===== src/hw/mem_bus_pkg.sv =====
`default_nettype none

// Types shared by the requester port and the memory bus.
package mem_bus_pkg;

	// Byte address width on both sides of the cache.
	localparam int ADDR_BITS = 32;

	// Data word width on both sides of the cache.
	localparam int WORD_BITS = 32;

	typedef logic [ADDR_BITS-1:0] addr_t;
	typedef logic [WORD_BITS-1:0] word_t;

endpackage

`default_nettype wire


===== src/hw/l2_cache_pkg.sv =====
`default_nettype none

// Cache geometry and the types used by the cache stages.
package l2_cache_pkg;

	// Kept small so the clearing sweep after reset stays short.
	localparam int INDEX_BITS = 6;
	localparam int TAG_BITS = mem_bus_pkg::ADDR_BITS - INDEX_BITS - 2;

	// A line is {valid, tag, data}, with data in the low bits.
	localparam int LINE_BITS = 1 + TAG_BITS + mem_bus_pkg::WORD_BITS;

	typedef logic [INDEX_BITS-1:0] index_t;
	typedef logic [TAG_BITS-1:0] tag_t;
	typedef logic [LINE_BITS-1:0] line_t;
	typedef logic [31:0] cnt_t;

	typedef enum logic [1:0] {
		OP_READ,
		OP_WRITE,
		OP_BYPASS
	} op_kind_t;

	typedef enum logic [2:0] {
		ST_IDLE,
		ST_LOOKUP,
		ST_COMPARE,
		ST_BUS_READ,
		ST_BUS_WRITE,
		ST_BUS_BYPASS
	} ctrl_state_t;

endpackage

`default_nettype wire


===== src/hw/l2_cache_if.sv =====
`timescale 1ns/10ps
`default_nettype none

// Decoded request from the capture stage to the execute stage.
interface cache_req_if;
	import l2_cache_pkg::*;
	import mem_bus_pkg::*;

	logic valid;
	op_kind_t kind;
	// Original direction, needed when the request bypasses the store.
	logic rw;
	index_t index;
	tag_t tag;
	addr_t addr;
	word_t wdata;
	logic busy;

	modport decode (output valid, kind, rw, index, tag, addr, wdata, input busy);
	modport ctrl (input valid, kind, rw, index, tag, addr, wdata, output busy);
endinterface

// Finished request from the execute stage to the result stage.
interface cache_res_if;
	import mem_bus_pkg::*;

	logic done;
	word_t rdata;
	logic hit;
	logic miss;

	modport ctrl (output done, rdata, hit, miss);
	modport result (input done, rdata, hit, miss);
endinterface

`default_nettype wire


===== src/hw/cache_line_ram.sv =====
`timescale 1ns/10ps
`default_nettype none

module cache_line_ram #(
	parameter int DEPTH = 64,
	parameter int WIDTH = 57
) (
	input wire i_clock,
	input wire i_rst,
	input wire i_we,
	input wire [$clog2(DEPTH)-1:0] i_addr,
	input wire [WIDTH-1:0] i_wdata,
	output logic [WIDTH-1:0] o_rdata,
	output logic o_initialized
);

	logic [WIDTH-1:0] mem [DEPTH];
	logic [$clog2(DEPTH)-1:0] clear_addr;

	// The sweep walks every entry once after reset, one per cycle.
	always_ff @(posedge i_clock) begin
		if (i_rst) begin
			clear_addr <= '0;
			o_initialized <= 1'b0;
		end else if (!o_initialized) begin
			clear_addr <= clear_addr + 1'b1;
			if (clear_addr == $clog2(DEPTH)'(DEPTH - 1)) begin
				o_initialized <= 1'b1;
			end
		end
	end

	// Clearing takes priority over normal writes.
	always_ff @(posedge i_clock) begin
		if (!o_initialized) begin
			mem[clear_addr] <= '0;
		end else if (i_we) begin
			mem[i_addr] <= i_wdata;
		end
		o_rdata <= mem[i_addr];
	end

endmodule

`default_nettype wire


===== src/hw/l2_request_decode.sv =====
`timescale 1ns/10ps
`default_nettype none

module l2_request_decode (
	input wire i_clock,
	input wire i_rst,
	input wire i_request,
	input wire i_rw,
	input mem_bus_pkg::addr_t i_address,
	input mem_bus_pkg::word_t i_wdata,
	input wire i_initialized,
	input wire i_ready_out,
	cache_req_if.decode req
);
	import l2_cache_pkg::*;

	logic capture;

	// A finished request keeps i_request high until o_ready has pulsed,
	// so nothing is taken while o_ready is high or the execute stage is busy.
	assign capture = !req.valid && !req.busy && i_request && !i_ready_out;

	always_ff @(posedge i_clock) begin
		if (i_rst) begin
			req.valid <= 1'b0;
		end else begin
			req.valid <= capture;
		end
	end

	// The fields stay put until the next capture.
	always_ff @(posedge i_clock) begin
		if (capture) begin
			req.addr <= i_address;
			req.wdata <= i_wdata;
			req.rw <= i_rw;
			req.index <= i_address[INDEX_BITS+1:2];
			req.tag <= i_address[INDEX_BITS+2 +: TAG_BITS];
			if (!i_initialized) begin
				req.kind <= OP_BYPASS;
			end else if (i_rw) begin
				req.kind <= OP_WRITE;
			end else begin
				req.kind <= OP_READ;
			end
		end
	end

endmodule

`default_nettype wire


===== src/hw/l2_cache_ctrl.sv =====
`timescale 1ns/10ps
`default_nettype none

module l2_cache_ctrl (
	input wire i_clock,
	input wire i_rst,
	cache_req_if.ctrl req,
	cache_res_if.ctrl res,
	output logic o_ram_we,
	output l2_cache_pkg::index_t o_ram_addr,
	output l2_cache_pkg::line_t o_ram_wdata,
	input l2_cache_pkg::line_t i_ram_rdata,
	output logic o_bus_request,
	output logic o_bus_rw,
	output mem_bus_pkg::addr_t o_bus_address,
	output mem_bus_pkg::word_t o_bus_wdata,
	input wire i_bus_ready,
	input mem_bus_pkg::word_t i_bus_rdata
);
	import l2_cache_pkg::*;
	import mem_bus_pkg::*;

	ctrl_state_t state;
	logic line_valid;
	tag_t line_tag;
	word_t line_data;

	// The index is stable for the whole request, so the store address follows it.
	assign o_ram_addr = req.index;

	assign line_valid = i_ram_rdata[LINE_BITS-1];
	assign line_tag = i_ram_rdata[WORD_BITS +: TAG_BITS];
	assign line_data = i_ram_rdata[WORD_BITS-1:0];

	// Busy also covers the done cycle, while o_ready has not risen yet.
	assign req.busy = (state != ST_IDLE) || res.done;

	always_ff @(posedge i_clock) begin
		if (i_rst) begin
			state <= ST_IDLE;
			o_ram_we <= 1'b0;
			o_bus_request <= 1'b0;
			o_bus_rw <= 1'b0;
			res.done <= 1'b0;
			res.hit <= 1'b0;
			res.miss <= 1'b0;
		end else begin
			o_ram_we <= 1'b0;
			res.done <= 1'b0;
			res.hit <= 1'b0;
			res.miss <= 1'b0;

			case (state)
				ST_IDLE: begin
					if (req.valid) begin
						case (req.kind)
							OP_READ: begin
								state <= ST_LOOKUP;
							end
							OP_WRITE: begin
								// Allocate on write and send the word out at once.
								o_ram_we <= 1'b1;
								o_ram_wdata <= {1'b1, req.tag, req.wdata};
								o_bus_request <= 1'b1;
								o_bus_rw <= 1'b1;
								o_bus_address <= req.addr;
								o_bus_wdata <= req.wdata;
								state <= ST_BUS_WRITE;
							end
							default: begin
								o_bus_request <= 1'b1;
								o_bus_rw <= req.rw;
								o_bus_address <= req.addr;
								o_bus_wdata <= req.wdata;
								state <= ST_BUS_BYPASS;
							end
						endcase
					end
				end

				// The store registers the line at the end of this cycle.
				ST_LOOKUP: begin
					state <= ST_COMPARE;
				end

				ST_COMPARE: begin
					if (line_valid && line_tag == req.tag) begin
						res.rdata <= line_data;
						res.done <= 1'b1;
						res.hit <= 1'b1;
						state <= ST_IDLE;
					end else begin
						o_bus_request <= 1'b1;
						o_bus_rw <= 1'b0;
						o_bus_address <= req.addr;
						state <= ST_BUS_READ;
					end
				end

				ST_BUS_READ: begin
					if (i_bus_ready) begin
						o_bus_request <= 1'b0;
						o_ram_we <= 1'b1;
						o_ram_wdata <= {1'b1, req.tag, i_bus_rdata};
						res.rdata <= i_bus_rdata;
						res.done <= 1'b1;
						res.miss <= 1'b1;
						state <= ST_IDLE;
					end
				end

				ST_BUS_WRITE: begin
					if (i_bus_ready) begin
						o_bus_request <= 1'b0;
						o_bus_rw <= 1'b0;
						res.done <= 1'b1;
						state <= ST_IDLE;
					end
				end

				ST_BUS_BYPASS: begin
					if (i_bus_ready) begin
						// rdata is left alone on writes so the last read stays visible.
						if (!req.rw) begin
							res.rdata <= i_bus_rdata;
						end
						o_bus_request <= 1'b0;
						o_bus_rw <= 1'b0;
						res.done <= 1'b1;
						state <= ST_IDLE;
					end
				end

				default: begin
					state <= ST_IDLE;
				end
			endcase
		end
	end

endmodule

`default_nettype wire


===== src/hw/l2_result.sv =====
`timescale 1ns/10ps
`default_nettype none

module l2_result (
	input wire i_clock,
	input wire i_rst,
	cache_res_if.result res,
	output logic o_ready,
	output mem_bus_pkg::word_t o_rdata,
	output l2_cache_pkg::cnt_t o_hit_count,
	output l2_cache_pkg::cnt_t o_miss_count
);

	always_ff @(posedge i_clock) begin
		if (i_rst) begin
			o_ready <= 1'b0;
			o_hit_count <= '0;
			o_miss_count <= '0;
		end else begin
			o_ready <= res.done;
			if (res.hit) begin
				o_hit_count <= o_hit_count + 1'b1;
			end
			if (res.miss) begin
				o_miss_count <= o_miss_count + 1'b1;
			end
		end
	end

	// The execute stage only changes rdata on reads, so this holds across writes.
	always_ff @(posedge i_clock) begin
		if (res.done) begin
			o_rdata <= res.rdata;
		end
	end

endmodule

`default_nettype wire


===== src/hw/l2_cache.sv =====
`timescale 1ns/10ps
`default_nettype none

module l2_cache (
	input wire i_clock,
	input wire i_rst,

	input wire i_request,
	input wire i_rw,
	input mem_bus_pkg::addr_t i_address,
	input mem_bus_pkg::word_t i_wdata,
	output logic o_ready,
	output mem_bus_pkg::word_t o_rdata,

	output logic o_bus_request,
	output logic o_bus_rw,
	output mem_bus_pkg::addr_t o_bus_address,
	output mem_bus_pkg::word_t o_bus_wdata,
	input wire i_bus_ready,
	input mem_bus_pkg::word_t i_bus_rdata,

	output l2_cache_pkg::cnt_t o_hit_count,
	output l2_cache_pkg::cnt_t o_miss_count
);
	import l2_cache_pkg::*;

	logic ram_we;
	logic ram_initialized;
	index_t ram_addr;
	line_t ram_wdata;
	line_t ram_rdata;

	cache_req_if req_if ();
	cache_res_if res_if ();

	cache_line_ram #(
		.DEPTH(1 << INDEX_BITS),
		.WIDTH(LINE_BITS)
	) line_ram0 (
		.i_clock(i_clock),
		.i_rst(i_rst),
		.i_we(ram_we),
		.i_addr(ram_addr),
		.i_wdata(ram_wdata),
		.o_rdata(ram_rdata),
		.o_initialized(ram_initialized)
	);

	l2_request_decode decode0 (
		.i_clock(i_clock),
		.i_rst(i_rst),
		.i_request(i_request),
		.i_rw(i_rw),
		.i_address(i_address),
		.i_wdata(i_wdata),
		.i_initialized(ram_initialized),
		.i_ready_out(o_ready),
		.req(req_if.decode)
	);

	l2_cache_ctrl ctrl0 (
		.i_clock(i_clock),
		.i_rst(i_rst),
		.req(req_if.ctrl),
		.res(res_if.ctrl),
		.o_ram_we(ram_we),
		.o_ram_addr(ram_addr),
		.o_ram_wdata(ram_wdata),
		.i_ram_rdata(ram_rdata),
		.o_bus_request(o_bus_request),
		.o_bus_rw(o_bus_rw),
		.o_bus_address(o_bus_address),
		.o_bus_wdata(o_bus_wdata),
		.i_bus_ready(i_bus_ready),
		.i_bus_rdata(i_bus_rdata)
	);

	l2_result result0 (
		.i_clock(i_clock),
		.i_rst(i_rst),
		.res(res_if.result),
		.o_ready(o_ready),
		.o_rdata(o_rdata),
		.o_hit_count(o_hit_count),
		.o_miss_count(o_miss_count)
	);

endmodule

`default_nettype wire


===== config.mk =====
export PLATFORM = sky130hd
export DESIGN_NAME = l2_cache
export DESIGN_NICKNAME = d
export VERILOG_FILES = /design/src/hw/mem_bus_pkg.sv /design/src/hw/l2_cache_pkg.sv /design/src/hw/l2_cache_if.sv /design/src/hw/cache_line_ram.sv /design/src/hw/l2_request_decode.sv /design/src/hw/l2_cache_ctrl.sv /design/src/hw/l2_result.sv /design/src/hw/l2_cache.sv
export SDC_FILE = /design/constraint.sdc
export NUM_CORES = 2
export LEC_CHECK = 0
export BUFFER_PORTS_ARGS = -buffer_cell sky130_fd_sc_hd__buf_2
export CAP_MARGIN = 10
export CORE_UTILIZATION = 47
export CTS_CLUSTER_DIAMETER = 50
export DETAILED_ROUTE_END_ITERATION = 16
export HOLD_SLACK_MARGIN = 0.05
export PLACE_DENSITY = 0.61
export SYNTH_ARGS = -nofsm -noshare
export SYNTH_HDL_FRONTEND = slang
export SYNTH_HIERARCHICAL = 1
export SYNTH_SLANG_ARGS = --single-unit

===== constraint.sdc =====
create_clock -name i_clock -period 6.7 [get_ports i_clock]
set_input_delay 1.34 -clock i_clock [delete_from_list [all_inputs] [get_ports i_clock]]
set_output_delay 1.34 -clock i_clock [all_outputs]
set_load 0.005 [all_outputs]

# Word-level counts from Yosys, hierarchy flattened
# Memories as Yosys holds them, arrays and structs flattened. A register that Yosys moved wholly into a read port is not among the register bits.
# Cells that the tools add are included.
word_totals:
  register_bits: 364
  latch_bits: 0
  mem_bits_rw: 3648
  romBits: 0
  input_bits: 101
  out_inout_bits: 163
  wordCells: 121
  n_memories: 1
classes:
  addsub: 3
  n_mul: 0
  n_div: 0
  magnitude_cmp: 0
  n_eq_ne: 18
  n_shift: 0
  muxes: 43
  bitwise_logic: 4
  n_reduce_logical: 28
mem_list:
  columns: ["memory", "depth", "width", "rd", "rd_clocked_by_memory_dff", "wr", "line", "rtl"]
  rows:
  - ["line_ram0.mem", 64, 57, 1, 1, 1, "cache_line_ram.sv:17", "logic [WIDTH-1:0] mem [DEPTH];"]
op_table:
  columns: ["op", "n"]
  rows:
  - ["57-bit 2-to-1 mux", 4]
  - ["32-bit 2-to-1 mux", 7]
  - ["57-bit one-hot mux with 2 select lines", 1]
  - ["32-bit one-hot mux with 3 select lines", 1]
  - ["32-bit by 1-bit adder with 32-bit output (second input constant)", 2]
  - ["32-bit one-hot mux with 2 select lines", 1]
  - ["57-bit OR reduction", 1]
  - ["24-bit equality test", 1]
  - ["5-bit AND reduction", 4]
  - ["1-bit 2-to-1 mux", 18]
  - ["2-bit != test (second input constant)", 7]
  - ["3-bit one-hot mux with 4 select lines", 1]
  - ["3-bit nonzero test", 4]
  - ["6-bit by 1-bit adder with 6-bit output (second input constant)", 1]
  - ["3-bit by 2-bit equality test with 1-bit output (second input constant)", 2]
  - ["3-bit equality test (second input constant)", 2]
  - ["6-bit equality test (second input constant)", 1]
  - ["3-bit 2-to-1 mux", 2]
  - ["6-bit 2-to-1 mux", 1]
  - ["2-bit by 1-bit != test with 1-bit output (second input constant)", 3]
  - ["1-bit one-hot mux with 2 select lines", 3]
  - ["1-bit one-hot mux with 3 select lines", 2]
  - ["3-bit one-hot mux with 2 select lines", 1]
  - ["6-bit AND reduction", 1]
  - ["14 further kinds", 25]

# Depth between registers and ports, before layout
logic_depth:
  ltp_word: 6
  ltp_mapped: 11
  mapped_depth_nobuf: 6

# Modules after synthesis
# Netlist, hierarchy kept.
by_module_without_submodules:
  columns: ["mod", "n_inst", "cells_each", "area_each_um2", "seq_area_each_um2"]
  rows:
  - ["cache_line_ram", 1, 5940, 139800.3, 110826.3]
  - ["l2_cache_ctrl", 1, 399, 6207.2, 4744.6]
  - ["l2_result", 1, 372, 3903.7, 2262.2]
  - ["l2_request_decode", 1, 102, 2299.7, 2031.9]

# Least setup slack after synthesis
# OpenSTA, ideal clock, no wires.
synth_timing:
  path_kind: "in2reg"
  start: "input i_bus_ready"
  end: "register ctrl0.o_ram_wdata[0] (enable)"
  setup_time_ps: 488
  arrival_time_ps: 4411
  required_time_ps: 6212
  slack_ps: 1801
  cell_stages: 3
  path_buffers: 1
  cell_sequence: "clkbuf_1 -> nand2_1 -> a21oi_1"
synth_via:
  elab_chain_len: 2
synth_lines:
  columns: ["item", "line", "rtl"]
  rows:
  - ["start: declaration", "l2_cache.sv:19", "input wire i_bus_ready,"]
  - ["2-bit != test (no line)", null, null]
  - ["5-bit AND reduction (no line)", null, null]
  - ["end signal: assignment", "l2_cache_ctrl.sv:63", "o_ram_wdata <= {1'b1, req.tag, req.wdata};"]
  - ["end signal: assignment", "l2_cache_ctrl.sv:104", "o_ram_wdata <= {1'b1, req.tag, i_bus_rdata};"]
  - ["end: declaration", "l2_cache_ctrl.sv:11", "output l2_cache_pkg::line_t o_ram_wdata,"]
# No other way between the ends.
# A chain may end at the register's enable or synchronous reset.

# Worst setup path after layout
layout_timing:
  start: "register line_ram0.o_initialized"
  end: "memory line_ram0.mem[0][28] (enable)"
layout_via:
  elab_chain_len: 4
  elab_cells_between_ends: 6
  cone_classes: "mux: 5; reduce/logical: 1"
layout_lines:
  columns: ["item", "line", "rtl"]
  rows:
  - ["start: declaration", "cache_line_ram.sv:14", "output logic o_initialized"]
  - ["start signal: assignment", "cache_line_ram.sv:24", "o_initialized <= 1'b0;"]
  - ["start signal: assignment", "cache_line_ram.sv:28", "o_initialized <= 1'b1;"]
  - ["1-bit 2-to-1 mux", "cache_line_ram.sv:35", "if (!o_initialized) begin"]
  - ["1-bit 2-to-1 mux (implied by the code)", "cache_line_ram.sv:38", "mem[i_addr] <= i_wdata;"]
  - ["57-bit OR reduction (no line)", null, null]
  - ["6-bit 2-to-1 mux (no line) / 1-bit 2-to-1 mux (equally long branches)", null, null]
  - ["end: declaration", "cache_line_ram.sv:17", null]
# Several ways; a longest one is shown, not always the timed one.

==> impl_metrics.py <==
metrics = {
    "outcome": {
        "outcome": "finished, final reports clean",
    },
    "synthesis": {
        "synthFlopType": "edfxtp_1",
        "ys_seq_area_share_pct": 78.75,
        "synth_fp_nets": 6917,
        "ys_ff_latch": 4038,
        "synth_edf_count": 3899,
        "avgSynthCellArea_um2": 22.34,
        "netlist_area_mm2": 0.1522,
        "ys_warn_count": 6,
        "ys_async_sr_fraction_pct": 0,
        "synthCells": 6813,
        "synth_cell_type_count": 69,
    },
    "timing": {
        "fmax_ghz": 0.2211,
        "max_slew_margin_pct": 14.16,
        "worst_slew_pin_slew_ns": 1.278,
        "rsz0062_at_grt": "false",
        "skew_ns": 0.06332,
        "period_share_pct": 67.51,
        "finalCriticalPeriod_ns": 4.523,
        "fin_setup_tns_ns": 0,
        "whs_ns": 0.4051,
        "hold_viol": 0,
        "setup_viol": 0,
        "slew_violations": 0,
    },
    "global_routing": {
        "grt_pass1_vias": 75840,
        "overflow": 0,
        "grt_pass1_wl_mm": 601.4,
        "antenna_found_initial": 29,
        "track_usage_pct": 26.62,
        "grt_max_degree": 125,
    },
    "setup_path": {
        "crit_path_end_kind": "flip-flop",
        "r2r_slack_ns": 2.18,
        "regToRegEndpoint": "line_ram0/mem[0][28]",
        "crit_end": "line_ram0/mem[0][28]",
        "worst_ep_required_time_ns": 7.27,
        "timing.critical_path.from": "line_ram0/o_initialized",
        "worstRegToRegCells": 6,
        "crit_type": "flip-flop to flip-flop",
        "crit_fanout": 39,
        "critPathLaunchType": "flip-flop",
        "worstPathArrival_ns": 5.09,
        "regToRegStartpoint": "line_ram0/o_initialized",
    },
    "clocking": {
        "cts_root_buf": "clkbuf_16",
        "clk_pin_slew_ns": 0.06,
        "htreeDepth": 5,
        "cts.sinks": 4038,
        "cts_buffer_depth": 4,
        "cts_setup_buffers": 0,
        "ctsHoldBuffers": 0,
        "clock_latency_ns": 0.98,
        "cts.repair.resized": 0,
        "cts_tree": "yes",
        "cts_buffers": 433,
    },
    "routing": {
        "drt_iter0_markers": 10940,
        "wl_mm": 436.1,
        "ant_nets": 0,
        "dr_wl_met3_mm": 47.84,
        "vias_per_cell": 6.407,
        "drt-wirelength-per-cell_um": 36.23,
        "top_layer": "met5",
        "dr.pass1.iters": 7,
        "wl_met1_mm": 170.5,
        "met2_length_mm": 204.5,
        "drc": 0,
        "vias": 77130,
    },
    "pwr": {
        "p_seq_share_pct": 49.4,
        "ir_drop_mv": 0.3159,
        "swShare_pct": 23.30,
        "pwr-share-clk_pct": 42.4,
        "cellPowerDensity_mw_per_mm2": 325.8,
        "internal_power_mw": 43.57,
        "p_comb_share_pct": 8.2,
        "p_leak_nw": 50.18,
        "switching_power_mw": 13.23,
    },
    "placed_design": {
        "hpwlAfterDp_mm": 243.9,
        "numPortBuffers": 263,
        "place_congestion": 0.8469,
    },
    "cells_and_area": {
        "nets": 7461,
        "area_growth_pct": 14.52,
        "post-route-util_pct": 54.19,
        "layout_common_cells": "3899 x edfxtp_1, 912 x mux4_2, 437 x clkbuf_16, 263 x buf_2, 232 x a22oi_1",
        "drive_above_1_share_pct": 29.01,
        "mostFrequentLayoutCell": "edfxtp_1",
    },
    "worst_hold_path": {
        "hold_depth": 0,
        "hold_class": "flip-flop to flip-flop",
    },
    "floorplanning": {
        "pin_count": 264,
        "fp.dieH_um": 571.1,
        "core-area_mm2": 0.3217,
        "rows": 208,
        "chipWidth_um": 571.1,
        "start_util_pct": 47.32,
        "dieArea_mm2": 0.3261,
    },
    "run": {
        "drv_cap": 0,
    },
}
## critical path, cell delays in order, from the launching register on
cell and delay, ns:
dfxtp_4 0.68, buf_4 0.59, nor2b_1 0.21, a21oi_1 0.41
nand2_1 0.50, nor2_4 0.97, buf_4 0.71
## metal layers
metal,vias to the layer above,GRT usage [%]
met2,4504,41.62
met1,41940,37.89
met3,671,5.793
met4,12,7.832
met5,-,0
li1,30000,-
## flip-flops by register name, indices dropped and copies added (netlist names), 5 cells and up
name / count
ctrl0/res.rdata: 32
result0/o_miss_count: 32
line_ram0/o_rdata: 57
decode0/req.index: 5
decode0/req.tag: 24
result0/o_rdata: 32
ctrl0/o_bus_address: 32
result0/o_hit_count: 32
decode0/req.wdata: 32
ctrl0/o_ram_wdata: 56
line_ram0/clear_addr: 6
ctrl0/o_bus_wdata: 32
line_ram0/mem: 3648
## cell families (layout without fill, tap and decap cells)
| logic type | after synthesis | count (layout) | synth area share, % |
|---|---|---|---|
| multiplexers | 1059 | 1059 | 14.49 |
| AND/OR/NAND/NOR | 622 | 622 | 2.046 |
| other | 1 | 7 | 0.002464 |
| XOR/XNOR | 80 | 80 | 0.4603 |
| AO/OA/AOI/OAI | 585 | 585 | 2.812 |
| buffers and inverters | 425 | 1340 | 1.417 |
| flip-flops | 4038 | 4038 | 78.75 |
| adder cells (fa/ha/maj) | 3 | 3 | 0.02466 |
## cell usage after synthesis (all sizes together), types with 47 or more instances
master,number,area [um^2]
o211a,47,470.5
nor2,147,551.8
xnor2,48,420.4
mux4,912,20540
clkbuf,182,683.2
a22oi,232,1742
mux2i,114,1141
and3,69,431.7
a21oi,141,705.7
dfxtp,139,2783
buf,229,1421
nand2,148,555.5
edfxtp,3899,117100
nand3,121,618.1
o221ai,108,945.9
## how the worst min path moves through the flow
stage                              from                     end  slack [ns]
detailed placement  decode0/req.addr[1]  ctrl0/o_bus_address[1]        0.40
finish              ctrl0/res.rdata[17]     result0/o_rdata[17]        0.41
global route        ctrl0/res.rdata[13]     result0/o_rdata[13]        0.41
floorplan           decode0/req.addr[0]  ctrl0/o_bus_address[0]        0.40
global placement    ctrl0/res.rdata[18]     result0/o_rdata[18]        0.41
CTS                 ctrl0/res.rdata[13]     result0/o_rdata[13]        0.41
## power groups by stage
stage / sequential (mW) / clock [mW] / combinational (mW)
final: 28.1 / 24.1 / 4.63
after floorplan: 28.4 / 0 / 2.90
after detailed placement: 28.6 / 0 / 4.64
after global routing: 28.1 / 25.3 / 4.82
after CTS: 28.1 / 24.4 / 4.66
after global placement: 28.6 / 0 / 4.62
## through the flow
stage	power, mW	worst slack [ns]	cell area, um^2	cells
finish	56.80	2.177	174300	12040
detailed placement	33.25	2.331	159700	11220
global placement	33.22	2.290	159700	11220
CTS	57.10	2.277	174200	12030
global route	58.22	2.078	174300	12040
floorplan	31.32	1.801	152200	6813
## area by class of cell
class / count / area (um^2)
tap: 4305 / 5386
sequential: 4038 / 119900
multi-input combinational: 2350 / 30820
clock buffer: 535 / 11480
timing repair buffer: 520 / 3665
clock inverter: 271 / 3015
inverter: 14 / 52.55
fill: 24310 / 147400
antenna: 6 / 15.01
(Power assumes the default switching activity.)
